--- config.mk ---
export PLATFORM = sky130hd
export DESIGN_NAME = addr_gen_unit
export DESIGN_NICKNAME = d
export VERILOG_FILES = /design/src/hdl/cpu_pkg.sv /design/src/hdl/lsu_pkg.sv /design/src/hdl/addr_gen_unit.sv
export SDC_FILE = /design/constraint.sdc
export NUM_CORES = 1
export LEC_CHECK = 0
export ABC_AREA = 1
export ABC_CLOCK_PERIOD_IN_PS = 3900
export BUFFER_PORTS_ARGS = -buffer_cell sky130_fd_sc_hd__buf_4
export CAP_MARGIN = 30
export CORE_AREA = 2 2 144 146
export DETAILED_ROUTE_END_ITERATION = 7
export DIE_AREA = 0 0 146 148
export PLACE_DENSITY = 0.49
export SLEW_MARGIN = 0
export SYNTH_ARGS = -nofsm -noshare
export SYNTH_HDL_FRONTEND = slang
export SYNTH_SLANG_ARGS = --single-unit
--- constraint.sdc ---
create_clock -name clk -period 3.9 [get_ports clk]
set_input_delay 0.975 -clock clk [delete_from_list [all_inputs] [get_ports clk]]
set_output_delay 0.975 -clock clk [all_outputs]
set_load 0.05 [all_outputs]
--- src/hdl/cpu_pkg.sv ---
package cpu_pkg;

	localparam int ROB_WIDTH  = 4;
	localparam int DATA_WIDTH = 32;

	typedef logic [ROB_WIDTH-1:0] rob_tag_t;

	// bus value, or an operand where valid means data present
	typedef struct packed {
		logic                  valid;
		rob_tag_t              tag;
		logic [DATA_WIDTH-1:0] data;
	} cdb_t;

	// capture the broadcast when a pending operand's tag shows up
	function automatic cdb_t wake(cdb_t opd, cdb_t bus);
		cdb_t r;
		r = opd;
		if (!opd.valid && bus.valid && bus.tag == opd.tag) begin
			r.valid = 1'b1;
			r.data  = bus.data;
		end
		return r;
	endfunction

endpackage

--- src/hdl/lsu_pkg.sv ---
package lsu_pkg;

	localparam int ADDR_WIDTH   = 10;  // word address
	localparam int N_AGU        = 2;
	localparam int N_LQ         = 2;
	localparam int N_SQ         = 4;
	localparam int SQ_PTR_WIDTH = 3;   // holds 0..N_SQ
	localparam int LQ_PTR_WIDTH = 1;

	typedef enum logic {MEM_LOAD, MEM_STORE} mem_kind_t;

	typedef struct packed {
		mem_kind_t             kind;
		logic                  imm_addr;
		logic [ADDR_WIDTH-1:0] addr_imm;  // absolute address, or signed offset
		cpu_pkg::cdb_t         base;
		cpu_pkg::cdb_t         store_data;
		cpu_pkg::rob_tag_t     dest;
	} lsu_issue_t;

	typedef struct packed {
		logic                    valid;
		mem_kind_t               kind;
		logic [SQ_PTR_WIDTH-1:0] pointer;  // slot in the target queue
		logic [ADDR_WIDTH-1:0]   offset;
		cpu_pkg::cdb_t           base;
	} agu_entry_t;

	typedef struct packed {
		logic                    valid;
		mem_kind_t               kind;
		logic [SQ_PTR_WIDTH-1:0] slot;
		logic [ADDR_WIDTH-1:0]   addr;
	} agu_wb_t;

	typedef struct packed {
		cpu_pkg::rob_tag_t       tag;
		logic                    addr_valid;
		logic [ADDR_WIDTH-1:0]   addr;          // offset until the AGU writes back
		logic [SQ_PTR_WIDTH-1:0] older_stores;
	} load_entry_t;

	typedef struct packed {
		logic                  addr_valid;
		logic [ADDR_WIDTH-1:0] addr;
		cpu_pkg::cdb_t         data;
	} store_entry_t;

endpackage

--- src/hdl/addr_gen_unit.sv ---
`timescale 1ns/1ps

module addr_gen_unit import cpu_pkg::*, lsu_pkg::*; (
	input  logic                    clk,
	input  logic                    reset,
	input  lsu_issue_t              issue,
	input  logic                    issue_valid,
	input  cdb_t                    cdb,
	input  logic                    lq_room,
	input  logic                    sq_room,
	input  logic [LQ_PTR_WIDTH:0]   lq_count,
	input  logic [SQ_PTR_WIDTH-1:0] sq_count,
	input  logic                    lq_dequeue,
	input  logic                    sq_commit,
	input  logic [ADDR_WIDTH-1:0]   lq_base_addr [N_LQ],
	input  store_entry_t            sq_entries [N_SQ],
	output logic                    issue_ready,
	output logic                    issue_accept,
	output agu_wb_t                 agu_wb
);

	agu_entry_t ent [N_AGU];  // packed toward slot 0
	agu_entry_t upd [N_AGU];
	agu_entry_t nxt [N_AGU];
	agu_entry_t new_entry;
	logic [ADDR_WIDTH-1:0] slot_addr [N_AGU];
	logic dispatch;
	logic sel;  // entry being dispatched
	logic agu_room;
	logic queue_room;

	always_comb begin
		new_entry.valid  = issue_accept && !issue.imm_addr;
		new_entry.kind   = issue.kind;
		new_entry.offset = issue.addr_imm;
		new_entry.base   = wake(issue.base, cdb);
		// lands behind whatever survives this edge
		if (issue.kind == MEM_LOAD)
			new_entry.pointer = SQ_PTR_WIDTH'(lq_count) - SQ_PTR_WIDTH'(lq_dequeue);
		else
			new_entry.pointer = sq_count - SQ_PTR_WIDTH'(sq_commit);
	end

	always_comb begin
		for (int j = 0; j < N_AGU; j++) begin
			upd[j]      = ent[j];
			upd[j].base = wake(ent[j].base, cdb);
			if (ent[j].kind == MEM_LOAD)
				upd[j].pointer = ent[j].pointer - SQ_PTR_WIDTH'(lq_dequeue);
			else
				upd[j].pointer = ent[j].pointer - SQ_PTR_WIDTH'(sq_commit);

			// the queue slot still holds the raw offset
			if (ent[j].kind == MEM_LOAD)
				slot_addr[j] = lq_base_addr[ent[j].pointer[LQ_PTR_WIDTH-1:0]];
			else
				slot_addr[j] = sq_entries[ent[j].pointer[$clog2(N_SQ)-1:0]].addr;
		end
	end

	// oldest ready entry wins
	assign dispatch = (ent[0].valid && ent[0].base.valid) ||
		(ent[1].valid && ent[1].base.valid);
	assign sel = !(ent[0].valid && ent[0].base.valid);

	always_comb begin
		agu_wb.valid = dispatch;
		agu_wb.kind  = ent[sel].kind;
		agu_wb.slot  = ent[sel].pointer;
		agu_wb.addr  = ent[sel].base.data[ADDR_WIDTH-1:0] + slot_addr[sel];
	end

	always_comb begin
		nxt[0] = ent[0].valid ? upd[0] : new_entry;
		nxt[1] = ent[1].valid ? upd[1] : new_entry;
		if (!ent[0].valid)
			nxt[1].valid = 1'b0;
		if (dispatch) begin
			if (!sel) begin
				nxt[0] = ent[1].valid ? upd[1] : new_entry;
				nxt[1] = new_entry;
				if (!ent[1].valid)
					nxt[1].valid = 1'b0;
			end else begin
				nxt[1] = new_entry;
			end
		end
	end

	always_ff @(posedge clk) begin
		for (int j = 0; j < N_AGU; j++) begin
			ent[j] <= nxt[j];
			if (reset)
				ent[j].valid <= 1'b0;
		end
	end

	assign agu_room = issue.imm_addr || dispatch || !ent[N_AGU-1].valid;  // immediates skip the station
	assign queue_room = (issue.kind == MEM_LOAD) ? lq_room : sq_room;
	assign issue_ready = agu_room && queue_room;
	assign issue_accept = issue_valid && issue_ready;

	for (genvar j = 0; j < N_AGU; j++) begin : g_chk
		assert property (@(posedge clk) disable iff (reset)
			ent[j].valid |-> int'(ent[j].pointer) < ((ent[j].kind == MEM_LOAD) ? N_LQ : N_SQ));
		// pointer tracking keeps us aimed at our own slot
		assert property (@(posedge clk) disable iff (reset)
			ent[j].valid |-> slot_addr[j] == ent[j].offset);
	end

endmodule

==> results.py <==
metrics = {
    "timing": {
        "max_freq_mhz": 252,
        "slew_viol_final": 0,
        "fin_crit_sh_pct": 102,
        "rsz0062_at_grt": "true",
        "fin_skew_ns": 0.00454,
        "tightest_slew_ns": 0.970,
        "setup_viol": 3,
        "hold_slack_ns": 0.574,
        "hold_viol": 0,
        "relSlewSlack_pct": 35.1,
        "setup_ws_ns": -0.0621,
        "final.min_clock_period_ns": 3.96,
        "fin_setup_tns_ns": -0.0784,
    },
    "power_and_ir_drop": {
        "intPower_uw": 1270,
        "clockPowerShare_pct": 17.0,
        "power_density_mw_per_mm2": 376,
        "total_leakage_power_uw": 0.00315,
        "p_seq_share_pct": 21.0,
        "power_uw": 2320,
        "sw_frac_of_total_pct": 45.2,
        "combPwrFrac_pct": 62.0,
        "ir_worst_vdd_v": 0.000147,
        "p_switching_uw": 1050,
    },
    "clocking": {
        "clockBufferDepth": 2,
        "cts_buffers": 5,
        "clockRootBuffer": "clkbuf_16",
        "clk_transition_reported_paths_ns": 0.06,
        "cts_tree": "done",
        "htreeDepth": 2,
        "cts_hold_buffers": 0,
        "clk_latency_ns": 0.28,
        "cts.sinks": 40,
    },
    "layout": {
        "regMostFlops": "ent",
        "fin_util_pct": 30.8,
        "fin_cells": 1194,
        "largest_register_ffs": 40,
        "syn_to_final_growth_pct": 42.9,
        "nNetsFinal": 1287,
        "fill_cells": 2329,
        "top_regs": "ent x40",
        "layout-drive-gt1-share_pct": 27.7,
    },
    "setup_path": {
        "cp.required_ns": 2.92,
        "arrival_ns": 2.99,
        "worstPathMaxFanout": 3,
        "cp_slowest_stage_delay_ns": 0.39,
        "crit_top_cell": "buf_6",
        "crit_path_top_delay_cell": "fa_2",
        "cp_top_family": "adder cells",
        "critPathKind": "in2out",
        "path_cells": "buf_6 -> inv_4 -> a21oi_2 -> o21ai_1 -> o21ai_1 -> nand2_1 -> o2111ai_2 -> ha_2 -> inv_2 -> fa_2 -> o21ai_2 -> buf_6 -> nand4_1 -> nand3_2 -> xor2_2 -> buf_6",
        "startpoint_type": "input port",
        "crit_buf_inv": 5,
        "end_kind": "primary output",
    },
    "synthesis": {
        "synth_area_leaders": "nand2_1 (19%), dfxtp_1 (19%), o21ai_0 (12%)",
        "synth_fp_nets": 1142,
        "netlist_area_mm2": 0.00432,
        "synth_ff_type": "dfxtp_1",
        "yosysTopAreaCell": "nand2_1",
        "syn_inst": 773,
        "synth.most_common_cell": "nand2_1",
        "synth_edf_count": 0,
        "yosysSeqAreaShare_pct": 18.5,
        "synth_common_cells": "nand2_1 (220), o21ai_0 (102), nand3_1 (100)",
        "avgSynthCellArea_um2": 5.59,
        "yosysWarnings": 0,
        "ys_ff_latch": 40,
        "async_flop_share_pct": 0,
        "netlist.area_leader.share_pct": 19.1,
        "synthDistinctLibCells": 37,
    },
    "die": {
        "start_util_pct": 21.5,
        "die_area_mm2": 0.0216,
        "coreArea_mm2": 0.0200,
        "rows": 52,
        "die_h_um": 148,
        "ios": 368,
        "die_x_um": 146,
    },
    "grt": {
        "grt.met2_usage_pct": 23.7,
        "grt_pass1_wl_um": 27200,
        "grtUsageMet3_pct": 6.82,
        "grt_overflow": 0,
        "busiest_layer": "met2",
        "grt_start_max_net_pins": 28,
        "met1_usage_pct": 21.6,
        "first_global_vias": 5022,
        "grt_antenna_before_repair": 12,
        "grt_usage_pct": 16.0,
    },
    "placed_design": {
        "dp_hpwl_um": 13800,
        "finalWeightedCongestion": 0.818,
        "portBuffers": 120,
        "numPlacedInstances": 1173,
    },
    "route": {
        "drtPass1Iterations": 5,
        "drt-total-wl_um": 17800,
        "dr_total_vias": 5389,
        "vias_per_cell": 4.51,
        "drtIter0Drc": 293,
        "wl_per_cell_um": 14.9,
        "antenna_left": 0,
        "drc": 0,
    },
    "worst_hold_path": {
        "hold_class": "reg2reg",
    },
    "status": {
        "status": "finished with violations",
        "violations": "setup timing",
    },
    "job": {
        "maxCapViolations": 0,
    },
}
-- cell type report --
type	instances	area, um^2	share of cell area (%)
tap	270	338	5.47
antenna	6	15.0	0.243
clock inverter	1	5.00	0.0811
multi-input combinational	591	3100	50.3
timing repair buffer	180	1400	22.6
sequential	40	805	13.0
clock buffer	6	129	2.09
inverter	100	380	6.16
-- cell usage in the layout (no fill, tap or decap), types with 5 or more instances in the layout --
| cell type | netlist | layout |
|---|---|---|
| xor2_2 | 0 | 5 |
| buf_4 | 4 | 169 |
| buf_6 | 2 | 10 |
| nand4_1 | 6 | 6 |
| nand2_1 | 220 | 215 |
| o21ai_1 | 5 | 26 |
| inv_1 | 92 | 89 |
| a21oi_2 | 0 | 5 |
| clkbuf_16 | 0 | 5 |
| nand2_2 | 12 | 17 |
| o21ai_0 | 102 | 76 |
| nand3_1 | 100 | 98 |
| ha_1 | 17 | 14 |
| nor2_1 | 53 | 50 |
| o211ai_1 | 8 | 8 |
| inv_2 | 7 | 8 |
| diode_2 | 0 | 6 |
| nor2_2 | 4 | 7 |
| o21ai_2 | 1 | 6 |
| dfxtp_1 | 40 | 37 |
| a21oi_1 | 26 | 20 |
-- final timing paths --
path / start / endpoint / slack [ns] / cells after the start
setup reg to reg: ent[0][51] / ent[0][48] / 1.69 / 5
setup / recovery: sq_entries[133] / agu_wb[8] / -0.06 / 16
hold reg to reg: ent[0][33] / ent[0][33] / 0.57 / 4
hold / removal: ent[0][33] / ent[0][33] / 0.57 / 4
-- routing by layer --
metal	vias up	share of wire (%)
met5	-	0.34
met3	31	11
met4	10	1.6
li1	2805	-
met1	2362	47
met2	181	40
-- timing repair --
item	CTS	global route
buffers inserted	3	5
pin swaps	11	30
endpoints found under the setup margin	7	7
gates resized for setup	24	55
-- tightest hold or removal path, delay by kind of cell (launching register included) --
kind | cells | cell delay [ns]
flip-flops | 1 | 0.31
buffers and inverters | 1 | 0.06
AND/OR/NAND/NOR | 1 | 0.04
AO/OA/AOI/OAI | 2 | 0.11
-- per-stage QoR --
stage	setup WS (ns)	cell area, um^2
final	-0.0621	6170
after global routing	-0.194	6160
after CTS	-0.0623	5990
after detailed placement	-0.288	5770
after global placement	-0.288	5770
after floorplan	-0.185	4360
-- power by group through the flow --
stage / registers [uW] / clock network (uW) / logic, uW
2_1_floorplan: 481 / 0 / 812
3_3_place_gp: 492 / 0 / 1290
3_5_place_dp: 493 / 0 / 1290
4_1_cts: 485 / 406 / 1350
5_1_grt: 492 / 424 / 1570
6_report: 486 / 394 / 1440
-- kinds of logic after synthesis --
family          count (synthesis)  synth area share [%]
simple gates                  401                  39.6
buf+inv                       142                  13.7
fa+ha+maj                      18                  5.39
xor+xnor                       11                  2.23
flops                          40                  18.5
compound gates                161                  20.5
Note: power is estimated with default switching activity, not from simulation.
