File: config.mk
export PLATFORM = sky130hd
export DESIGN_NAME = store_queue
export DESIGN_NICKNAME = d
export VERILOG_FILES = /design/src/hdl/cpu_pkg.sv /design/src/hdl/lsu_pkg.sv /design/src/hdl/store_queue.sv
export SDC_FILE = /design/constraint.sdc
export NUM_CORES = 1
export LEC_CHECK = 0
export BUFFER_PORTS_ARGS = -buffer_cell sky130_fd_sc_hd__buf_4
export CAP_MARGIN = 40
export CORE_MARGIN = 10
export CORE_UTILIZATION = 39
export CTS_CLUSTER_SIZE = 8
export DETAILED_ROUTE_END_ITERATION = 8
export GPL_ROUTABILITY_DRIVEN = 0
export SLEW_MARGIN = 40
export SYNTH_ARGS = -nofsm -noshare
export SYNTH_HDL_FRONTEND = slang
export SYNTH_SLANG_ARGS = --single-unit
export TNS_END_PERCENT = 30
File: constraint.sdc
create_clock -name clk -period 3.35 [get_ports clk]
set_input_delay 0.335 -clock clk [delete_from_list [all_inputs] [get_ports clk]]
set_output_delay 0.335 -clock clk [all_outputs]
set_load 0.1 [all_outputs]
File: src/hdl/cpu_pkg.sv
package cpu_pkg;

	localparam int ROB_WIDTH  = 4;
	localparam int DATA_WIDTH = 32;

	typedef logic [ROB_WIDTH-1:0] rob_tag_t;

	// bus value, or an operand where valid means data present
	typedef struct packed {
		logic                  valid;
		rob_tag_t              tag;
		logic [DATA_WIDTH-1:0] data;
	} cdb_t;

	// capture the broadcast when a pending operand's tag shows up
	function automatic cdb_t wake(cdb_t opd, cdb_t bus);
		cdb_t r;
		r = opd;
		if (!opd.valid && bus.valid && bus.tag == opd.tag) begin
			r.valid = 1'b1;
			r.data  = bus.data;
		end
		return r;
	endfunction

endpackage

File: src/hdl/lsu_pkg.sv
package lsu_pkg;

	localparam int ADDR_WIDTH   = 10;  // word address
	localparam int N_AGU        = 2;
	localparam int N_LQ         = 2;
	localparam int N_SQ         = 4;
	localparam int SQ_PTR_WIDTH = 3;   // holds 0..N_SQ
	localparam int LQ_PTR_WIDTH = 1;

	typedef enum logic {MEM_LOAD, MEM_STORE} mem_kind_t;

	typedef struct packed {
		mem_kind_t             kind;
		logic                  imm_addr;
		logic [ADDR_WIDTH-1:0] addr_imm;  // absolute address, or signed offset
		cpu_pkg::cdb_t         base;
		cpu_pkg::cdb_t         store_data;
		cpu_pkg::rob_tag_t     dest;
	} lsu_issue_t;

	typedef struct packed {
		logic                    valid;
		mem_kind_t               kind;
		logic [SQ_PTR_WIDTH-1:0] pointer;  // slot in the target queue
		logic [ADDR_WIDTH-1:0]   offset;
		cpu_pkg::cdb_t           base;
	} agu_entry_t;

	typedef struct packed {
		logic                    valid;
		mem_kind_t               kind;
		logic [SQ_PTR_WIDTH-1:0] slot;
		logic [ADDR_WIDTH-1:0]   addr;
	} agu_wb_t;

	typedef struct packed {
		cpu_pkg::rob_tag_t       tag;
		logic                    addr_valid;
		logic [ADDR_WIDTH-1:0]   addr;          // offset until the AGU writes back
		logic [SQ_PTR_WIDTH-1:0] older_stores;
	} load_entry_t;

	typedef struct packed {
		logic                  addr_valid;
		logic [ADDR_WIDTH-1:0] addr;
		cpu_pkg::cdb_t         data;
	} store_entry_t;

endpackage

File: src/hdl/store_queue.sv
`timescale 1ns/1ps

module store_queue import cpu_pkg::*, lsu_pkg::*; (
	input  logic                    clk,
	input  logic                    reset,
	input  lsu_issue_t              issue,
	input  logic                    issue_accept,
	input  cdb_t                    cdb,
	input  agu_wb_t                 agu_wb,
	input  logic                    commit_valid,
	output logic                    commit_ready,
	output logic [SQ_PTR_WIDTH-1:0] sq_count,
	output logic                    sq_commit,
	output store_entry_t            sq_entries [N_SQ],
	output logic                    mem_we,
	output logic [ADDR_WIDTH-1:0]   mem_waddr,
	output logic [DATA_WIDTH-1:0]   mem_wdata
);

	store_entry_t upd [N_SQ];
	store_entry_t nxt [N_SQ];
	store_entry_t new_entry;
	logic enqueue;

	assign enqueue = issue_accept && issue.kind == MEM_STORE;

	always_comb begin
		new_entry.addr_valid = issue.imm_addr;
		new_entry.addr       = issue.addr_imm;
		new_entry.data       = wake(issue.store_data, cdb);
	end

	always_comb begin
		for (int j = 0; j < N_SQ; j++) begin
			upd[j]      = sq_entries[j];
			upd[j].data = wake(sq_entries[j].data, cdb);
			if (agu_wb.valid && agu_wb.kind == MEM_STORE && agu_wb.slot == SQ_PTR_WIDTH'(j)) begin
				upd[j].addr_valid = 1'b1;
				upd[j].addr       = agu_wb.addr;
			end
		end
	end

	// head leaves on commit, the rest slide down
	always_comb begin
		int src;
		for (int j = 0; j < N_SQ; j++) begin
			src    = j + int'(sq_commit);
			nxt[j] = (src < int'(sq_count)) ? upd[src] : new_entry;
		end
	end

	always_ff @(posedge clk) begin
		sq_entries <= nxt;
		if (reset)
			sq_count <= '0;
		else
			sq_count <= sq_count - SQ_PTR_WIDTH'(sq_commit) + SQ_PTR_WIDTH'(enqueue);
	end

	assign commit_ready = sq_count != '0 && sq_entries[0].addr_valid;
	assign sq_commit    = commit_valid && commit_ready;

	assign mem_we    = sq_commit;
	assign mem_waddr = sq_entries[0].addr;
	assign mem_wdata = sq_entries[0].data.data;

	// the ROB must not commit a store before its data arrives
	assert property (@(posedge clk) disable iff (reset)
		sq_commit |-> sq_entries[0].data.valid);

endmodule

==> results of run 1 <==
[worst max-delay path, cell delays in order, from the launching register on]
cell,delay (ps)
dfxtp_1,420
o311ai_4,350
buf_4,480
and2_2,620
inv_1,500
o221ai_1,330
[through the flow]
| step | util [%] | std cells | setup WS (ps) | area, um^2 | hold WS (ps) |
|---|---|---|---|---|---|
| floorplan | - | 1319 | 32.94 | 11780 | 400.0 |
| global placement | 47.59 | 1885 | 597.8 | 14140 | 512.2 |
| detailed placement | 47.80 | 1888 | 528.1 | 14210 | 517.7 |
| CTS | 49.88 | 1920 | 503.9 | 14820 | 40.22 |
| global route | 49.93 | 1920 | 342.4 | 14840 | 41.52 |
| finish | 49.94 | 1921 | 544.8 | 14840 | 57.19 |
[cell usage in the layout (no fill, tap or decap), types with 8 or more instances in the layout]
master / n
edfxtp_1: 8
mux2i_1: 139
nor3_1: 37
a221oi_1: 33
o221ai_1: 42
nand4_1: 48
o21a_1: 17
a21oi_1: 40
a32oi_1: 16
a22o_1: 24
a22oi_1: 64
xnor2_1: 12
nand2_1: 165
o21ai_0: 22
a31oi_1: 57
mux2_2: 23
a222oi_1: 32
nand3_1: 25
nor2_1: 19
clkbuf_16: 17
buf_4: 372
dfxtp_1: 186
o221a_2: 32
[flip-flops by register name (all words and copies together), names as in the netlist]
register and flops:
mem_waddr 10, mem_wdata 32, sq_entries 150, sq_count 3
[final cells by class]
type	instances	area [um^2]	area share, %
Antenna cell	1	2.502	0.01686
Clock buffer	17	425.4	2.867
Clock inverter	15	190.2	1.282
Inverter	7	28.78	0.1939
Multi-Input combinational cell	916	6765	45.59
Sequential cell	195	3985	26.85
Tap cell	390	488.0	3.288
Timing Repair Buffer	380	2955	19.91
[kinds of logic (layout without fill, tap and decap cells)]
group                    Yosys count  after routing  synth area share [%]
AND/OR/NAND/NOR                  328            328                 13.19
multiplexers                     164            164                 14.21
flip-flops                       195            195                 33.83
XOR/XNOR                          21             21                 1.785
buffers and inverters            208            419                 9.584
other                              0              1                     0
AO/OA/AOI/OAI                    397            397                 26.70
adder cells (fa/ha/maj)            6              6                0.7013
[worst max path at each step]
stage / cells after the start / to / from / slack (ps)
6_report: 5 / mem_waddr[4]$_DFF_P_ / sq_count[0]$_SDFF_PP0_ / 540
5_1_grt: 5 / mem_waddr[4]$_DFF_P_ / sq_count[2]$_SDFF_PP0_ / 340
4_1_cts: 5 / mem_waddr[4]$_DFF_P_ / sq_count[0]$_SDFF_PP0_ / 500
3_5_place_dp: 5 / mem_waddr[4]$_DFF_P_ / sq_count[0]$_SDFF_PP0_ / 530
3_3_place_gp: 5 / mem_waddr[2]$_DFF_P_ / sq_count[0]$_SDFF_PP0_ / 600
2_1_floorplan: 12 / sq_entries[134]$_DFF_P_ / sq_entries[191]$_DFF_P_ / 30
[metal layers]
metal  global-route usage [%]  vias up  part of all wire [%]
met5                        0        -                     0
met4                    6.295        0                   1.9
met3                    7.555       50                   9.6
met2                    37.93      607                    46
met1                    30.61     5869                    42
li1                         -     5471                     -
==> results.toml, run 1 <==
[run_status]
status = "finished clean"

[layout]
layout.nets = 1669
drive_gt1_share_pct = 32.61
fillCellCount = 2808
area_growth_pct = 26.03

[yosys]
synth-seq-cells = 195
synth.distinct_cells = 62
synth_edf_count = 8
seq_area_frac_synth_pct = 33.83
synth.avg_cell_area_um2 = 8.927
synth_ff_type = "dfxtp_1"
synthesis.nets = 1471
synth_warnings = 0
ys_top_cells_by_area = "dfxtp_1 (32%), mux2i_1 (12%), nand2_1 (5.3%)"
yosysTopAreaCellShare_pct = 31.79
synth_commonest_cells = "dfxtp_1 (187), nand2_1 (167), mux2i_1 (139), clkbuf_1 (75), a22oi_1 (64)"
synth_area_um2 = 11780
synth_cells = 1319
synth.most_common_cell = "dfxtp_1"
yosys.area.top_type = "dfxtp_1"
async_reset_ff_share_pct = 0

[timing]
fin_tns_setup_ps = 0
slew_headroom_pct = 43.55
max_freq_ghz = 0.3565
post-route-min-period_ps = 2805
rsz0062_at_grt = "false"
skew_ps = 13.02
period_share_pct = 83.74
setup_viol_count_final = 0
hold_viol_final = 0
max_slew.worst_pin.slew_ps = 846.7
maxSlewViolCount = 0

[detailed_routing]
drt_iter0_markers = 1243
wirelength_mm = 47.90
drc = 0
wl_per_cell_um = 24.93
via_per_inst = 6.245
postRouteAntennaNets = 0
detail_route.first_pass.iterations = 9
num_vias = 11997

[setup_path]
reg2reg_from = "sq_count[0]$_SDFF_PP0_"
cp.required_ps = 3720
reg2reg_to = "mem_waddr[4]$_DFF_P_"
start_kind = "flip-flop"
crit_fanout = 36
path_class = "reg -> reg"
reg2reg_depth = 5
rrSetupSlack_ps = 540
cp-end-kind = "flip-flop"
arrival_ps = 3180

[global_routing]
grt_use_total_pct = 23.90
grt_max_degree = 91
grt_pass1_vias = 11822
overflow = 0
antenna_found_initial = 1
grt_pass1_wl_mm = 72.93

[worst_hold_path]
hp-start = "reset"
hold_class = "in -> reg"
hold_path_depth = 2
min_to = "sq_count[2]$_SDFF_PP0_"

[die]
dieArea_um2 = 37540
die_y_um = 193.8
start_util_pct = 39.62
num_rows = 63
core_area_um2 = 29720
die_x_um = 193.8
top_level_ports = 386

[clocking]
root_buffer = "clkbuf_16"
cts_tree = "built"
htreeDepth = 4
ctsLongestPathBuffers = 2
clkLatencyLatePin_ps = 460
cts_setup_buffers = 0
cts.sinks = 195
numCtsBuffers = 17
ctsResizeCount = 0
clk_pin_slew_ps = 100
hold_buffers = 0

[job]
cap_viol_max_count = 0

[placed_design]
dp_hpwl_mm = 32.52
portBuffers = 344
Power of run 1 is left out: the tool's default activity adds up to more than one toggle a clock period on the data nets, which glitch-free logic cannot reach.
==> run 2: changes to the inputs <==
--- a/config.mk
+++ b/config.mk
@@ -5,6 +5,7 @@
 export SDC_FILE = /design/constraint.sdc
 export NUM_CORES = 1
 export LEC_CHECK = 0
+export ABC_AREA = 1
 export BUFFER_PORTS_ARGS = -buffer_cell sky130_fd_sc_hd__buf_4
 export CAP_MARGIN = 40
 export CORE_MARGIN = 10
==> constraint.sdc (replaced) <==
create_clock -name clk -period 2.6 [get_ports clk]
set_input_delay 0.26 -clock clk [delete_from_list [all_inputs] [get_ports clk]]
set_output_delay 0.26 -clock clk [all_outputs]
set_load 0.1 [all_outputs]
==> results.toml, run 2 <==
[clocking]
htreeDepth = 4
clkLatencyLatePin_ps = 450
numCtsBuffers = 17
clk_pin_slew_ps = 90
root_buffer = "clkbuf_16"
ctsLongestPathBuffers = 2
cts.sinks = 195
cts_setup_buffers = 0
cts_tree = "built"

[setup_path]
start_kind = "flip-flop"
path_class = "reg -> out"
cp-end-kind = "primary output"
cp.required_ps = 2340
arrival_ps = 2110
crit_fanout = 19
reg2reg_depth = 8

[worst_hold_path]
hold_class = "in -> reg"
hold_path_depth = 3

[detailed_routing]
drc = 0
detail_route.first_pass.iterations = 7
wl_met1_mm = 22.12
postRouteAntennaNets = 0
num_vias = 14490
drt_iter0_markers = 1373
wl_met2_mm = 25.06
wirelength_mm = 53.36
wl_per_cell_um = 20.19
wl_met3_mm = 4.717
highest_layer = "met4"
via_per_inst = 5.482

[timing]
max_slew.worst_pin.slew_ps = 807.5
max_freq_ghz = 0.4224
slew_headroom_pct = 46.17
setup_slack_ps = 232.5
post-route-min-period_ps = 2367
fin_tns_setup_ps = 0
rsz0062_at_grt = "false"
period_share_pct = 91.06
skew_ps = 22.22
maxSlewViolCount = 0
setup_viol_count_final = 0
hold_viol_final = 0

[yosys]
synth_commonest_cells = "nand2_1 (723), nand3_1 (500), dfxtp_1 (187), inv_1 (143), o21ai_0 (108)"
ys_top_cells_by_area = "dfxtp_1 (31%), nand2_1 (22%), nand3_1 (21%)"
synth_edf_count = 8
async_reset_ff_share_pct = 0
synth.avg_cell_area_um2 = 6.082
yosys.area.top_type = "dfxtp_1"
synth-seq-cells = 195
yosysTopAreaCellShare_pct = 30.72
synth.most_common_cell = "nand2_1"
synth.distinct_cells = 30
seq_area_frac_synth_pct = 32.69
synth_ff_type = "dfxtp_1"
synth_warnings = 0
synth_area_um2 = 12190
synthesis.nets = 2156
synth_cells = 2004

[layout]
top_register = "sq_entries"
fin_cells = 2643
mostFrequentLayoutCells = "nand2_1 (722), nand3_1 (500), buf_4 (372)"
final_common_cell = "nand2_1"
layout.nets = 2385
area_growth_pct = 27.24
fin_util_pct = 50.43
drive_gt1_share_pct = 20.30
largest_reg_flops = 150

[die]
num_rows = 64
die_x_um = 196.8
dieArea_um2 = 38720
die_y_um = 196.8
core_area_um2 = 30750
top_level_ports = 386
start_util_pct = 39.64

[run_status]
status = "finished clean"

[placed_design]
pre_cts_ws_ps = 337.6
dp_hpwl_mm = 35.85
portBuffers = 344
dp_cells = 2609

[global_routing]
grt_use_total_pct = 26.57
grt_pass1_wl_mm = 81.44
overflow = 0
antenna_found_initial = 1
grt_pass1_vias = 13757
grt_max_degree = 70

[job]
cap_viol_max_count = 0
run 2: repair_timing:
item,in CTS,in global routing
resized for setup,0,1
hold endpoints to repair,3,0
setup endpoints to repair,0,14
hold buffers,1,0
run 2: per-layer routing:
metal	track usage, %	vias to the layer above
li1	-	7000
met1	33.21	6664
met2	44.32	737
met3	5.332	89
met4	9.855	0
met5	0	-
run 2: cell type report:
type | instances | area [um^2]
multi-input cells | 1476 | 6744
clock buffers | 18 | 439.2
fillers | 3160 | 15240
well taps | 396 | 495.5
inverters | 156 | 590.6
repair buffers | 387 | 3083
clock inverters | 14 | 161.4
flip-flops and latches | 195 | 3991
diodes | 1 | 2.502
run 2: cells by family after synthesis:
group,Yosys count,synth area share (%)
xor+xnor,3,0.2156
flops,195,32.69
buf+inv,333,12.63
simple gates,1283,45.83
fa+ha+maj,6,0.6776
compound gates,184,7.966
run 2: through the flow:
step                      area [um^2]  hold slack, ps
final                           15510           26.96
after global routing            15510           44.74
after CTS                       15500           23.68
after detailed placement        14890           433.6
after global placement          14890           435.2
after floorplan                 12200           317.1
run 2: worst paths after layout:
path,endpoint,slack (ps),startpoint
setup / recovery,sq_commit,230,sq_count[1]$_SDFF_PP0_
hold / removal,mem_waddr[5]$_DFF_P_,30,issue[83]
setup reg to reg,mem_wdata[21]$_DFF_P_,460,sq_count[1]$_SDFF_PP0_
hold reg to reg,sq_entries[75]$_DFF_P_,600,sq_entries[75]$_DFF_P_
run 2: worst max-delay path, cell delays in order (launching register included):
cell and delay, ps:
dfxtp_4 370, inv_1 100, nand3_2 130, nand3_4 160
inv_4 280, buf_4 280, buf_4 320
Power of run 2 is left out for the same reason.
==> run 3: changes to the inputs <==
--- a/config.mk
+++ b/config.mk
@@ -5,7 +5,6 @@
 export SDC_FILE = /design/constraint.sdc
 export NUM_CORES = 1
 export LEC_CHECK = 0
-export ABC_AREA = 1
 export BUFFER_PORTS_ARGS = -buffer_cell sky130_fd_sc_hd__buf_4
 export CAP_MARGIN = 40
 export CORE_MARGIN = 10
==> results.toml, run 3 (same netlist as run 1, synthesis figures left out) <==
[run_status]
status = "finished, violations left"
failed_checks = "design-rule violations"

[global_routing]
gr-max-usage-layer = "met2"
grt_pass1_wl_mm = 76.37
grt_use_met1_pct = 31.94
grt_max_degree = 67
overflow = 0
use_met2_pct = 40.34
grt_pass1_vias = 12379
grt_use_total_pct = 25.18
antenna_found_initial = 0
use_met3_pct = 7.417

[clocking]
cts_tree = "built"
clkLatencyLatePin_ps = 440
ctsLongestPathBuffers = 2
numCtsBuffers = 17
cts.sinks = 195
htreeDepth = 4
root_buffer = "clkbuf_16"
clk_pin_slew_ps = 100

[timing]
maxSlewViolCount = 0
skew_ps = 17.45
slew_headroom_pct = 47.85
max_slew.worst_pin.slew_ps = 782.2
rsz0062_at_grt = "false"
hold_viol_final = 0
max_freq_ghz = 0.4019
setup_viol_count_final = 0
period_share_pct = 95.69
post-route-min-period_ps = 2488

[detailed_routing]
drc = 1
drt_iter0_markers = 1277
detail_route.first_pass.iterations = 9
wirelength_mm = 50.32
postRouteAntennaNets = 0
wl_per_cell_um = 25.88
num_vias = 12231
via_per_inst = 6.292

[worst_hold_path]
hold_class = "in -> reg"

[die]
dieArea_um2 = 37540
num_rows = 63
core_area_um2 = 29720
start_util_pct = 39.62
die_x_um = 193.8
top_level_ports = 386
die_y_um = 193.8

[placed_design]
dp_hpwl_mm = 33.56
postPlaceCellArea_um2 = 14440
dp_cells = 1907
portBuffers = 344

[setup_path]
crit_fanout = 62
start_kind = "flip-flop"
crit_path_cell_trace = "o311ai_4 > buf_12 > inv_4 > buf_12 > buf_4"
worst_path_max_delay_cell = "dfxtp_4"
cp-end-kind = "primary output"
path_common_cell = "buf_12"
cp.required_ps = 2340
path_class = "reg -> out"
cpPeakStageDelay_ps = 390
arrival_ps = 2230

[layout]
design_area_um2 = 15150
area_growth_pct = 28.66
layout.nets = 1693
fin_cells = 1944
regArea_um2 = 3999
multi_input_area_um2 = 6763
fin_util_pct = 50.98
antennaDiodeCount = 0
mostFrequentLayoutCells = "buf_4 (388), dfxtp_1 (183), nand2_1 (165)"
top_register = "sq_entries"
fillCellCount = 2782
final_common_cell = "buf_4"
largest_reg_flops = 150
drive_gt1_share_pct = 33.85

[job]
cap_viol_max_count = 0
==> run 3: cell types whose count changed in the layout (fill, tap and decap cells not counted), sizes merged, moves of 32 or more <==
cell    delta
nand2    -559
nand3    -475
inv      -150
mux2i    +139
o21ai    -138
a22oi     +63
a31oi     +56
o221ai    +41
a21oi     +40
nor3      +40
a221oi    +33
a222oi    +32
o221a     +32
==> run 3: per-stage QoR <==
step	hold WS, ps	setup TNS (ps)	worst slack, ps
final	35.27	0	112.0
after detailed placement	429.6	0	52.97
after global routing	35.87	0	38.56
after CTS	23.85	0	16.15
after global placement	424.2	0	107.1
after floorplan	317.1	-403.5	-32.69
==> run 3: critical path: cells and delay by family, from the launching register on <==
family | cells | cell delay, ps
buf+inv | 4 | 920
flops | 1 | 390
compound gates | 1 | 390
==> run 3: layer usage <==
metal	vias to the layer above	share of wire, %
met5	-	0
met4	0	2.0
met3	72	9.9
met2	659	46
met1	5989	42
li1	5511	-
==> run 3: layout make-up <==
type / count / area share [%]
Timing Repair Buffer: 404 / 21.49
Inverter: 7 / 0.1900
Clock inverter: 15 / 1.255
Clock buffer: 17 / 2.808
Sequential cell: 195 / 26.40
Multi-Input combinational cell: 916 / 44.64
Tap cell: 390 / 3.221
==> run 3: worst paths after layout <==
path	from	endpoint	slack, ps	depth (start not counted)
setup reg to reg	sq_count[0]$_SDFF_PP0_	sq_entries[2]$_DFF_P_	190	9
hold / removal	issue[80]	sq_entries[87]$_DFF_P_	40	3
hold reg to reg	sq_entries[35]$_DFF_P_	sq_entries[35]$_DFF_P_	550	2
setup / recovery	sq_count[0]$_SDFF_PP0_	sq_commit	110	5
==> run 3: timing repair <==
item | 4_1_cts | 5_1_grt
endpoints found under the setup margin | 2 | 22
resized for setup | 0 | 0
setup buffers | 0 | 2
hold buffers | 1 | 0
endpoints found under the hold margin | 3 | 0
pin swaps | 0 | 1
gates cloned | 2 | 0
Power of run 3 is left out for the same reason.
