--- src/hdl/cpu_pkg.sv ---
package cpu_pkg;

	localparam int ROB_WIDTH  = 4;
	localparam int DATA_WIDTH = 32;

	typedef logic [ROB_WIDTH-1:0] rob_tag_t;

	// bus value, or an operand where valid means data present
	typedef struct packed {
		logic                  valid;
		rob_tag_t              tag;
		logic [DATA_WIDTH-1:0] data;
	} cdb_t;

	// capture the broadcast when a pending operand's tag shows up
	function automatic cdb_t wake(cdb_t opd, cdb_t bus);
		cdb_t r;
		r = opd;
		if (!opd.valid && bus.valid && bus.tag == opd.tag) begin
			r.valid = 1'b1;
			r.data  = bus.data;
		end
		return r;
	endfunction

endpackage

--- src/hdl/lsu_pkg.sv ---
package lsu_pkg;

	localparam int ADDR_WIDTH   = 10;  // word address
	localparam int N_AGU        = 2;
	localparam int N_LQ         = 2;
	localparam int N_SQ         = 4;
	localparam int SQ_PTR_WIDTH = 3;   // holds 0..N_SQ
	localparam int LQ_PTR_WIDTH = 1;

	typedef enum logic {MEM_LOAD, MEM_STORE} mem_kind_t;

	typedef struct packed {
		mem_kind_t             kind;
		logic                  imm_addr;
		logic [ADDR_WIDTH-1:0] addr_imm;  // absolute address, or signed offset
		cpu_pkg::cdb_t         base;
		cpu_pkg::cdb_t         store_data;
		cpu_pkg::rob_tag_t     dest;
	} lsu_issue_t;

	typedef struct packed {
		logic                    valid;
		mem_kind_t               kind;
		logic [SQ_PTR_WIDTH-1:0] pointer;  // slot in the target queue
		logic [ADDR_WIDTH-1:0]   offset;
		cpu_pkg::cdb_t           base;
	} agu_entry_t;

	typedef struct packed {
		logic                    valid;
		mem_kind_t               kind;
		logic [SQ_PTR_WIDTH-1:0] slot;
		logic [ADDR_WIDTH-1:0]   addr;
	} agu_wb_t;

	typedef struct packed {
		cpu_pkg::rob_tag_t       tag;
		logic                    addr_valid;
		logic [ADDR_WIDTH-1:0]   addr;          // offset until the AGU writes back
		logic [SQ_PTR_WIDTH-1:0] older_stores;
	} load_entry_t;

	typedef struct packed {
		logic                  addr_valid;
		logic [ADDR_WIDTH-1:0] addr;
		cpu_pkg::cdb_t         data;
	} store_entry_t;

endpackage

--- src/hdl/load_queue.sv ---
`timescale 1ns/1ps

module load_queue import cpu_pkg::*, lsu_pkg::*; (
	input  logic                    clk,
	input  logic                    reset,
	input  lsu_issue_t              issue,
	input  logic                    issue_accept,
	input  agu_wb_t                 agu_wb,
	input  logic [SQ_PTR_WIDTH-1:0] sq_count,
	input  logic                    sq_commit,
	input  store_entry_t            sq_entries [N_SQ],
	input  logic [DATA_WIDTH-1:0]   mem_rdata,
	input  logic                    result_ready,
	output logic                    lq_room,
	output logic [LQ_PTR_WIDTH:0]   lq_count,
	output logic                    lq_dequeue,
	output logic [ADDR_WIDTH-1:0]   lq_base_addr [N_LQ],
	output logic [ADDR_WIDTH-1:0]   mem_raddr,
	output cdb_t                    result
);

	load_entry_t lq [N_LQ];
	load_entry_t upd [N_LQ];
	load_entry_t nxt [N_LQ];
	load_entry_t new_entry;
	logic enqueue;
	logic stores_done;
	logic [DATA_WIDTH-1:0] fwd_data;

	assign enqueue = issue_accept && issue.kind == MEM_LOAD;

	always_comb begin
		new_entry.tag          = issue.dest;
		new_entry.addr_valid   = issue.imm_addr;
		new_entry.addr         = issue.addr_imm;
		new_entry.older_stores = sq_count - SQ_PTR_WIDTH'(sq_commit);
	end

	always_comb begin
		for (int j = 0; j < N_LQ; j++) begin
			upd[j] = lq[j];
			if (agu_wb.valid && agu_wb.kind == MEM_LOAD && agu_wb.slot == SQ_PTR_WIDTH'(j)) begin
				upd[j].addr_valid = 1'b1;
				upd[j].addr       = agu_wb.addr;
			end
			if (sq_commit && lq[j].older_stores != '0)
				upd[j].older_stores = lq[j].older_stores - SQ_PTR_WIDTH'(1);
		end
	end

	// compact toward slot 0
	always_comb begin
		int src;
		for (int j = 0; j < N_LQ; j++) begin
			src    = j + int'(lq_dequeue);
			nxt[j] = (src < int'(lq_count)) ? upd[src] : new_entry;
		end
	end

	always_ff @(posedge clk) begin
		lq <= nxt;
		if (reset)
			lq_count <= '0;
		else
			lq_count <= lq_count - (LQ_PTR_WIDTH+1)'(lq_dequeue) + (LQ_PTR_WIDTH+1)'(enqueue);
	end

	// older stores sit in slots below the head's count
	always_comb begin
		stores_done = 1'b1;
		fwd_data    = mem_rdata;
		for (int j = 0; j < N_SQ; j++) begin
			if (SQ_PTR_WIDTH'(j) < lq[0].older_stores) begin
				if (!(sq_entries[j].addr_valid && sq_entries[j].data.valid))
					stores_done = 1'b0;
				if (sq_entries[j].addr == lq[0].addr)
					fwd_data = sq_entries[j].data.data;  // youngest match wins
			end
		end
	end

	assign result.valid = lq_count != '0 && lq[0].addr_valid && stores_done;
	assign result.tag   = lq[0].tag;
	assign result.data  = fwd_data;

	assign lq_dequeue = result.valid && result_ready;
	assign lq_room    = int'(lq_count) < N_LQ || lq_dequeue;
	assign mem_raddr  = nxt[0].addr;  // word is ready when this becomes the head

	always_comb begin
		for (int j = 0; j < N_LQ; j++)
			lq_base_addr[j] = lq[j].addr;
	end

	assert property (@(posedge clk) disable iff (reset)
		result.valid && !result_ready |=> result.valid && $stable(result));

endmodule

--- config.mk ---
export PLATFORM = sky130hd
export DESIGN_NAME = load_queue
export DESIGN_NICKNAME = d
export VERILOG_FILES = /design/src/hdl/cpu_pkg.sv /design/src/hdl/lsu_pkg.sv /design/src/hdl/load_queue.sv
export SDC_FILE = /design/constraint.sdc
export NUM_CORES = 1
export LEC_CHECK = 0
export ABC_AREA = 1
export BUFFER_PORTS_ARGS = -buffer_cell sky130_fd_sc_hd__buf_2
export CAP_MARGIN = 20
export CORE_AREA = 2 2 157 159
export DETAILED_ROUTE_END_ITERATION = 10
export DIE_AREA = 0 0 159 161
export GPL_ROUTABILITY_DRIVEN = 0
export PLACE_DENSITY = 0.62
export SETUP_SLACK_MARGIN = 0.5
export SLEW_MARGIN = 10
export SYNTH_ARGS = -nofsm -noshare
export SYNTH_HDL_FRONTEND = slang
export SYNTH_SLANG_ARGS = --single-unit
--- constraint.sdc ---
create_clock -name clk -period 2.85 [get_ports clk]
set_input_delay 0.285 -clock clk [delete_from_list [all_inputs] [get_ports clk]]
set_output_delay 0.285 -clock clk [all_outputs]
set_load 0.02 [all_outputs]
==> impl_metrics.ini, run 1 <==
[setup_path]
endpoint_kind = primary output
cp.arrival_ns = 2.12
crit_family = buffers and inverters
cp_data_required_time_ns = 2.57
reg2reg_depth = 12
worstSetupPathType = reg2out
crit_buf_inv = 6
startpoint = lq_base_addr[12]
r2r_slack_ns = 0.60
timing.rr.end = lq[17]
crit_chain = buf_6, inv_2, nand2_2, nand2_1, nor2_1, nand2_1, nor2_4, buf_12, clkbuf_16, nand3_1, nand2_1, inv_1, nand2_2, a21oi_2, buf_4
cp_common_cell = nand2_1
max_stage_delay_ns = 0.43
rr_startpoint = lq[19]
crit_slowest_cell = dfxtp_4
cp-start-kind = register
crit_fanout = 8

[floorplan]
core_mm2 = 0.0240
num_rows = 57
start_util_pct = 22.0
die_w_um = 159
io_pins = 408
dieArea_mm2 = 0.0256
dieHeight_um = 161

[detailed_routing]
wl_per_cell_um = 17.2
vias = 7574
wl_um = 27500
ant_nets = 0
drcViolationCount = 0
drtIter0Drc = 632
drt_first_pass_iters = 5
vias_per_cell = 4.72

[global_routing]
grt_usage_pct = 18.0
overflow = 0
grt_max_degree = 35
antenna_found_initial = 12
grt_pass1_vias = 6733
grt_pass1_wl_um = 36800

[min_path]
worstHoldStart = reset
hold_class = in2reg
holdPathStages = 2
holdPathEnd = lq_count[0]

[layout]
final_cell_area_mm2 = 0.00857
finalNonFillerCells = 1605
area_growth_pct = 62.6
drive_gt1_share_pct = 42.0
num-nets-final = 1622

[clocking]
max-clock-path-buffers = 2
htreeDepth = 2
clk_latency_ns = 0.28
cts_root_buffer = clkbuf_16
clkTransAtPathRegs_ns = 0.06
clock_sinks = 38
cts_inserted_buffers = 5
cts_tree = yes

[power_and_ir_drop]
leakage_uw = 0.00473
power.total_uw = 2820
power_density_mw_per_mm2 = 329
ir_drop_mv = 0.315

[synth]
synth_ff_type = dfxtp_1
synth_cells = 973
synth_area_per_cell_um2 = 5.42
yosysMostFrequentCell = nand2_1
synth_cell_type_count = 35
yosys.area_share.simple_pct = 46.0
synthTopCellsByArea = nand2_1 (24%), dfxtp_1 (11%), inv_1 (11%), nand3_1 (11%), buf_4 (5.4%)
ys_seq_area_share_pct = 16.0
synth_fa_ha_area_share_pct = 2.37
ys_seq_elements = 38
synth_compound_area_share_pct = 9.76
synth_top_family_by_area = simple AND/OR/NAND/NOR gates
synth-xor-area-share_pct = 4.32
muxShareOfSynthArea_pct = 0
syn_area_mm2 = 0.00527
ys.warnings.count = 0
synth_top_area_share_pct = 23.6
yosys-top-cells-count = nand2_1 (332), inv_1 (149), nand3_1 (111)
synth-edff-count = 8
yosysTopAreaCell = nand2_1
async_flop_share_pct = 0
synth_nets = 1320

[timing]
rsz0062_at_grt = yes
worst_slew_pin_slew_ns = 0.390
slew_violations = 0
fmax_ghz = 0.415
finalSetupViolCount = 0
period_share_pct = 84.5
fin_crit_ns = 2.41
skew_ns = 0.00808
hold_violations = 0
fin_setup_tns_ns = 0
hold_slack_ns = 0.157
relSlewSlack_pct = 73.9

[place]
dpl.cell_count = 1546
hpwlAfterDp_um = 19000
port_buffers = 317
dpl-instance-area_mm2 = 0.00695

[run]
cap_violations = 0

[run_status]
status = completed
state kept, by name (all words and copies together), names as in the netlist:
| register | cells |
|---|---|
| lq_base_addr | 20 |
| lq | 12 |
| result | 4 |
| lq_count | 2 |
how the worst max path moves through the flow:
stage	to	cells past startpoint
after floorplan	lq[14]	10
after global placement	result[3]	10
after detailed placement	result[3]	10
after CTS	result[31]	14
after global routing	result[29]	15
final	result[20]	15
metal layers:
metal  up-vias  global-route usage, %  part of all wire, %
met5         -                      0                 0.36
met4        14                   5.12                  3.4
met3        79                   3.70                  8.4
met2       419                   32.4                   49
met1      3431                   21.8                   39
li1       3631                      -                    -
through the flow:
step	utilization, %	setup WS [ns]
after floorplan	-	0.520
after global placement	29.0	0.345
after detailed placement	29.0	0.313
after CTS	30.9	0.440
after global routing	35.7	0.323
final	35.8	0.441
cell families (layout without fill, tap and decap cells):
family,after synthesis,in the layout
AOI/OAI and AO/OA,94,94
and+or+nand+nor,559,559
xor gates and xnor gates,26,26
DFF,38,38
other,0,5
buffers and inverters,246,549
adders and majority gates,10,10
power breakdown:
| part | switching (uW) | internal [uW] | leakage [uW] |
|---|---|---|---|
| Clock | 225 | 325 | 0.0000642 |
| Combinational | 864 | 648 | 0.00433 |
| Sequential | 114 | 647 | 0.000342 |
| Total | 1200 | 1620 | 0.00473 |
worst register-to-register path, stage by stage, from the launching register on:
cell and delay (ns):
dfxtp_4 0.37, nor2_4 0.14, nand2_2 0.08, nand2_2 0.06, nand2_2 0.07, nor2_4 0.15, nand2_8 0.12, inv_4 0.12
ha_1 0.27, nand2_1 0.15, nand2_2 0.26, nand2_1 0.13, o21ai_1 0.06
area by class of cell:
class                           count  area (um2)
Inverter                          156         593
Clock buffer                        7         133
Timing Repair Buffer              385        2790
Clock inverter                      1        7.51
Tap cell                          324         405
Sequential cell                    38         881
Fill cell                        2654       15400
Multi-Input combinational cell    689        3750
Antenna cell                        5        12.5
cells in the final DEF, fill, tap and decap left out, types with 3 or more instances in the layout:
cell type and n:
xor2_1 12, buf_12 21, dfxtp_2 5, nand2_4 4, nand2_2 35, xnor2_1 12, nand4_1 38, or2_0 9
nand2_1 297, o211ai_1 10, dfxtp_1 16, nor2_1 45, inv_1 138, buf_6 24, diode_2 5, nand3_4 3
a21oi_2 23, a21oi_1 15, buf_2 282, dfxtp_4 9, nor2_4 8, clkbuf_16 17, nand3_1 82, nand3_2 27
inv_2 16, edfxtp_1 8, ha_1 10, buf_4 44, o21ai_0 37
repair_timing:
action                                  in CTS  in global routing
resized for setup                           59                177
endpoints found under the setup margin      43                 47
cloned                                       4                 14
buffers inserted                             6                 22
hold buffers                                 0                  0
pin swaps                                    8                 51
Note: power is estimated with default switching activity, not from simulation.
==> run 2: changes to the inputs <==
==> constraint.sdc (replaced) <==
create_clock -name clk -period 2.4 [get_ports clk]
set_input_delay 0.24 -clock clk [delete_from_list [all_inputs] [get_ports clk]]
set_output_delay 0.24 -clock clk [all_outputs]
set_load 0.02 [all_outputs]
==> impl_metrics.ini, run 2 (same netlist as run 1, synthesis figures left out) <==
[timing]
fin_setup_tns_ns = 0
fin_crit_ns = 2.39
finalSetupViolCount = 0
skew_ns = 0.00369
rsz0062_at_grt = yes
hold_violations = 0
worst_slew_pin_slew_ns = 0.312
period_share_pct = 99.4
layout_setup_ws_ns = 0.0143
slew_violations = 0
fmax_ghz = 0.419
relSlewSlack_pct = 79.1

[setup_path]
crit_fanout = 8
r2r_slack_ns = 0.13
cp-start-kind = register
worstSetupPathType = reg2out
cp_data_required_time_ns = 2.16
cp.arrival_ns = 2.15
endpoint_kind = primary output

[floorplan]
dieArea_mm2 = 0.0256
dieHeight_um = 161
num_rows = 57
io_pins = 408
start_util_pct = 22.0
core_mm2 = 0.0240
die_w_um = 159

[clocking]
clock_sinks = 38
cts_root_buffer = clkbuf_16
ctsHoldBuffers = 0
cts_tree = yes
max-clock-path-buffers = 2
clkTransAtPathRegs_ns = 0.06
htreeDepth = 2
cts_inserted_buffers = 5
clk_latency_ns = 0.29

[power_and_ir_drop]
leakage_uw = 0.00502
power.total_uw = 3540
swShare_pct = 41.4
comb_power_share_pct = 56.3
ir_drop_mv = 0.464
power_density_mw_per_mm2 = 390
seqPwrFrac_pct = 25.1
internal-power_uw = 2080
p_sw_uw = 1460
clock_power_share_pct = 18.5

[detailed_routing]
vias = 7567
vias_per_cell = 4.61
wl_per_cell_um = 16.6
drtIter0Drc = 593
drcViolationCount = 0
drt_first_pass_iters = 5
wl_um = 27200
ant_nets = 0

[place]
port_buffers = 317
hpwlAfterDp_um = 18900
place_ws_ns = 0.0930

[run]
cap_violations = 0

[layout]
drive_gt1_share_pct = 44.6
largest_reg_flops = 20
num-nets-final = 1658
regArea_um2 = 880
multi_input_comb_area_mm2 = 0.00390
area_growth_pct = 72.2
layout_common_cells = nand2_1 (279), buf_2 (279), inv_1 (142)
fillCellCount = 2527

[global_routing]
grt_pass1_wl_um = 38400
antenna_found_initial = 11
overflow = 0
grt_pass1_vias = 7052
grt_max_degree = 52
grt_usage_pct = 19.0

[run_status]
status = completed

[min_path]
hold_class = in2reg
## run 2: changes by cell type in the layout (fill, tap and decap cells not counted), moves of 5 or more
cell / before / now
nand3_2: 27 / 19
clkbuf_16: 17 / 11
o21ai_0: 37 / 32
buf_6: 24 / 38
nand3_1: 82 / 89
nand2_1: 297 / 279
inv_2: 16 / 9
nand2_4: 4 / 20
buf_4: 44 / 70
## run 2: through the flow
step                instance area, um2  cells  utilization, %  hold slack (ns)
finish                            9080   1643            37.9            0.122
global route                      9070   1640            37.8            0.126
CTS                               8450   1620            35.2            0.112
detailed placement                7160   1557            29.9            0.416
global placement                  7160   1557            29.9            0.414
floorplan                         5360    973               -            0.302
## run 2: routing by layer
layer | up-vias | GRT usage, % | share of wire, %
li1 | 3710 | - | -
met1 | 3427 | 22.6 | 40
met2 | 360 | 33.8 | 49
met3 | 64 | 3.90 | 7.3
met4 | 6 | 6.69 | 3.1
met5 | - | 0 | 0.15
## run 2: worst paths after layout
path,from,endpoint,cells past startpoint
hold / removal,reset,lq_count[0],2
setup reg to reg,lq[20],lq_base_addr[18],15
hold reg to reg,lq[13],lq[13],4
setup / recovery,lq_base_addr[16],result[14],14
## run 2: power by group through the flow
stage | sequential, uW | combinational (uW) | clock, uW
global placement | 883 | 1460 | 0
global route | 906 | 2170 | 693
floorplan | 823 | 1020 | 0
detailed placement | 882 | 1480 | 0
CTS | 884 | 1870 | 668
finish | 889 | 1990 | 656
## run 2: cell type report
cell class	instances	area share, %
well taps	324	4.47
inverters	156	6.85
repair buffers	421	34.3
flip-flops and latches	38	9.69
clock buffers	5	1.38
multi-input cells	689	42.9
clock inverters	3	0.179
diodes	7	0.193
## run 2: worst max-delay path, stage by stage (launching register included)
cell and delay (ns):
dfxtp_4 0.36, buf_6 0.13, inv_2 0.05, nand2_1 0.04, nand2_1 0.07, nand2_2 0.08, nor2_4 0.16, buf_6 0.12
nand3_4 0.16, clkbuf_16 0.23, nand2_1 0.07, nand3_2 0.07, nand2_1 0.08, a21oi_1 0.06, buf_4 0.15
## run 2: what timing repair did
action,4_1_cts,5_1_grt
gates cloned,10,7
setup endpoints to repair,73,77
buffers inserted,45,9
pin swaps,29,54
gates resized for setup,160,112
==> run 3: changes to the inputs <==
--- a/config.mk
+++ b/config.mk
@@ -5,14 +5,14 @@
 export SDC_FILE = /design/constraint.sdc
 export NUM_CORES = 1
 export LEC_CHECK = 0
-export ABC_AREA = 1
+export ABC_AREA = 0
 export BUFFER_PORTS_ARGS = -buffer_cell sky130_fd_sc_hd__buf_2
 export CAP_MARGIN = 20
-export CORE_AREA = 2 2 157 159
+export CORE_AREA = 2 2 158 160
 export DETAILED_ROUTE_END_ITERATION = 10
-export DIE_AREA = 0 0 159 161
+export DIE_AREA = 0 0 160 162
 export GPL_ROUTABILITY_DRIVEN = 0
-export PLACE_DENSITY = 0.62
+export PLACE_DENSITY = 0.57
 export SETUP_SLACK_MARGIN = 0.5
 export SLEW_MARGIN = 10
 export SYNTH_ARGS = -nofsm -noshare
==> impl_metrics.ini, run 3 <==
[run_status]
status = complete, but fails checks
violations = setup timing

[synth]
synth_top_area_share_pct = 14.2
synthTopCellsByArea = dfxtp_1 (14%), mux2i_1 (14%), xnor2_1 (9.3%), nor2_1 (8.9%), a21oi_1 (8.3%)
synth-edff-count = 8
synth_cell_type_count = 39
synth_cells = 577
yosys-top-cells-count = nor2_1 (100), a21oi_1 (70), mux2i_1 (58)
ys_seq_elements = 38
synth_nets = 924
ys_seq_area_share_pct = 19.9
synth_area_per_cell_um2 = 7.32
async_flop_share_pct = 0
yosysTopAreaCell = dfxtp_1
synth_ff_type = dfxtp_1
ys.warnings.count = 0
yosysMostFrequentCell = nor2_1
syn_area_mm2 = 0.00422

[power_and_ir_drop]
clock_power_share_pct = 22.2
ir_drop_mv = 0.360
swShare_pct = 36.1
internal-power_uw = 1990
comb_power_share_pct = 50.9
seqPwrFrac_pct = 26.9
power_density_mw_per_mm2 = 381
p_sw_uw = 1120
leakage_uw = 0.00382

[global_routing]
antenna_found_initial = 9
overflow = 0
grt_pass1_vias = 5397
grt_pass1_wl_um = 31600
grt_max_degree = 33
grt_usage_pct = 15.9

[clocking]
cts_tree = yes
max-clock-path-buffers = 2
htreeDepth = 2
cts_inserted_buffers = 5
ctsHoldBuffers = 0
clkTransAtPathRegs_ns = 0.06
cts_root_buffer = clkbuf_16
clock_sinks = 38
clk_latency_ns = 0.28

[setup_path]
endpoint_kind = primary output
cp_data_required_time_ns = 2.16
cp.arrival_ns = 2.31
crit_fanout = 32
worstSetupPathType = reg2out
cp-start-kind = register

[layout]
layout_common_cells = buf_2 (273), nor2_1 (98), buf_6 (73)
num-nets-final = 1259
area_growth_pct = 93.5
final_common_cell = buf_2
final_util_pct = 33.9
finalNonFillerCells = 1243
drive_gt1_share_pct = 61.6
fillCellCount = 2550
largest_reg_flops = 20
final_cell_area_mm2 = 0.00817

[floorplan]
num_rows = 57
io_pins = 408
dieArea_mm2 = 0.0259
core_mm2 = 0.0241
die_w_um = 160
dieHeight_um = 162
start_util_pct = 17.5

[detailed_routing]
drt_first_pass_iters = 4
wl_per_cell_um = 17.6
wl_um = 21900
drtIter0Drc = 248
vias = 5376
drcViolationCount = 0
ant_nets = 0
vias_per_cell = 4.33

[run]
cap_violations = 0

[timing]
relSlewSlack_pct = 71.1
finalSetupViolCount = 60
rsz0062_at_grt = yes
fin_crit_ns = 2.55
hold_violations = 0
slew_violations = 0
worst_slew_pin_slew_ns = 0.428
fmax_ghz = 0.393
skew_ns = 0.00450
period_share_pct = 106
layout_setup_ws_ns = -0.145

[min_path]
hold_class = in2reg

[place]
dpl.cell_count = 1186
port_buffers = 317
dpl-instance-area_mm2 = 0.00678
place_ws_ns = -0.0392
hpwlAfterDp_um = 17200
[run 3: logic make-up (layout without fill, tap and decap cells)]
logic type,count (synthesis),after routing,synth area share [%]
mux,69,69,16.7
buf+inv,94,430,12.6
fa+ha+maj,10,10,2.96
xor+xnor,46,46,9.54
other cells,0,6,0
simple gates,176,176,17.6
compound gates,144,144,20.7
flops,38,38,19.9
[run 3: cell type report]
type,count,area [um2],share of cell area [%]
clock buffer,6,139,1.70
antenna,6,15.0,0.184
tap,324,405,4.96
timing repair buffer,408,2990,36.6
sequential,38,863,10.6
clock inverter,2,12.5,0.153
inverter,14,62.6,0.766
multi-input combinational,445,3690,45.1
[run 3: timing repair]
item,in CTS,in global routing
gates cloned,5,0
buffers inserted,29,9
pin swaps,13,29
endpoints found under the setup margin,90,90
gates resized for setup,191,47
[run 3: power by group through the flow]
stage | clock network, uW | logic (uW) | registers [uW]
final | 691 | 1580 | 838
after global routing | 742 | 1710 | 851
after CTS | 706 | 1550 | 838
after detailed placement | 0 | 1330 | 844
after global placement | 0 | 1310 | 843
after floorplan | 0 | 876 | 804
[run 3: through the flow]
step	hold slack (ns)	total power, uW	TNS, ns
final	0.153	3110	-5.43
after global placement	0.417	2160	-0.0278
after CTS	0.147	3090	-6.43
after detailed placement	0.414	2170	-0.233
after floorplan	0.299	1680	0
after global routing	0.144	3300	-11.35
[run 3: worst paths after layout]
check             startpoint     endpoint  slack (ns)  cells past startpoint
setup / recovery      lq[19]   result[21]       -0.15                      9
hold reg to reg       lq[15]   result[33]        0.58                      2
hold / removal         reset  lq_count[0]        0.15                      2
setup reg to reg      lq[19]        lq[2]       -0.10                     13
[run 3: routing by layer]
| layer | global-route usage (%) | share of wire, % |
|---|---|---|
| met1 | 18.9 | 40 |
| met2 | 30.0 | 53 |
| met3 | 2.68 | 6.0 |
| met4 | 3.36 | 0.78 |
| met5 | 0 | 0.12 |
[run 3: critical path, cell delays in order (launching register included)]
cell and delay (ns):
dfxtp_2 0.33, or3_4 0.42, buf_6 0.14, nand4_1 0.11, nor3_4 0.06, buf_12 0.18
mux2i_1 0.15, a211o_1 0.33, a21oi_4 0.14, buf_6 0.13
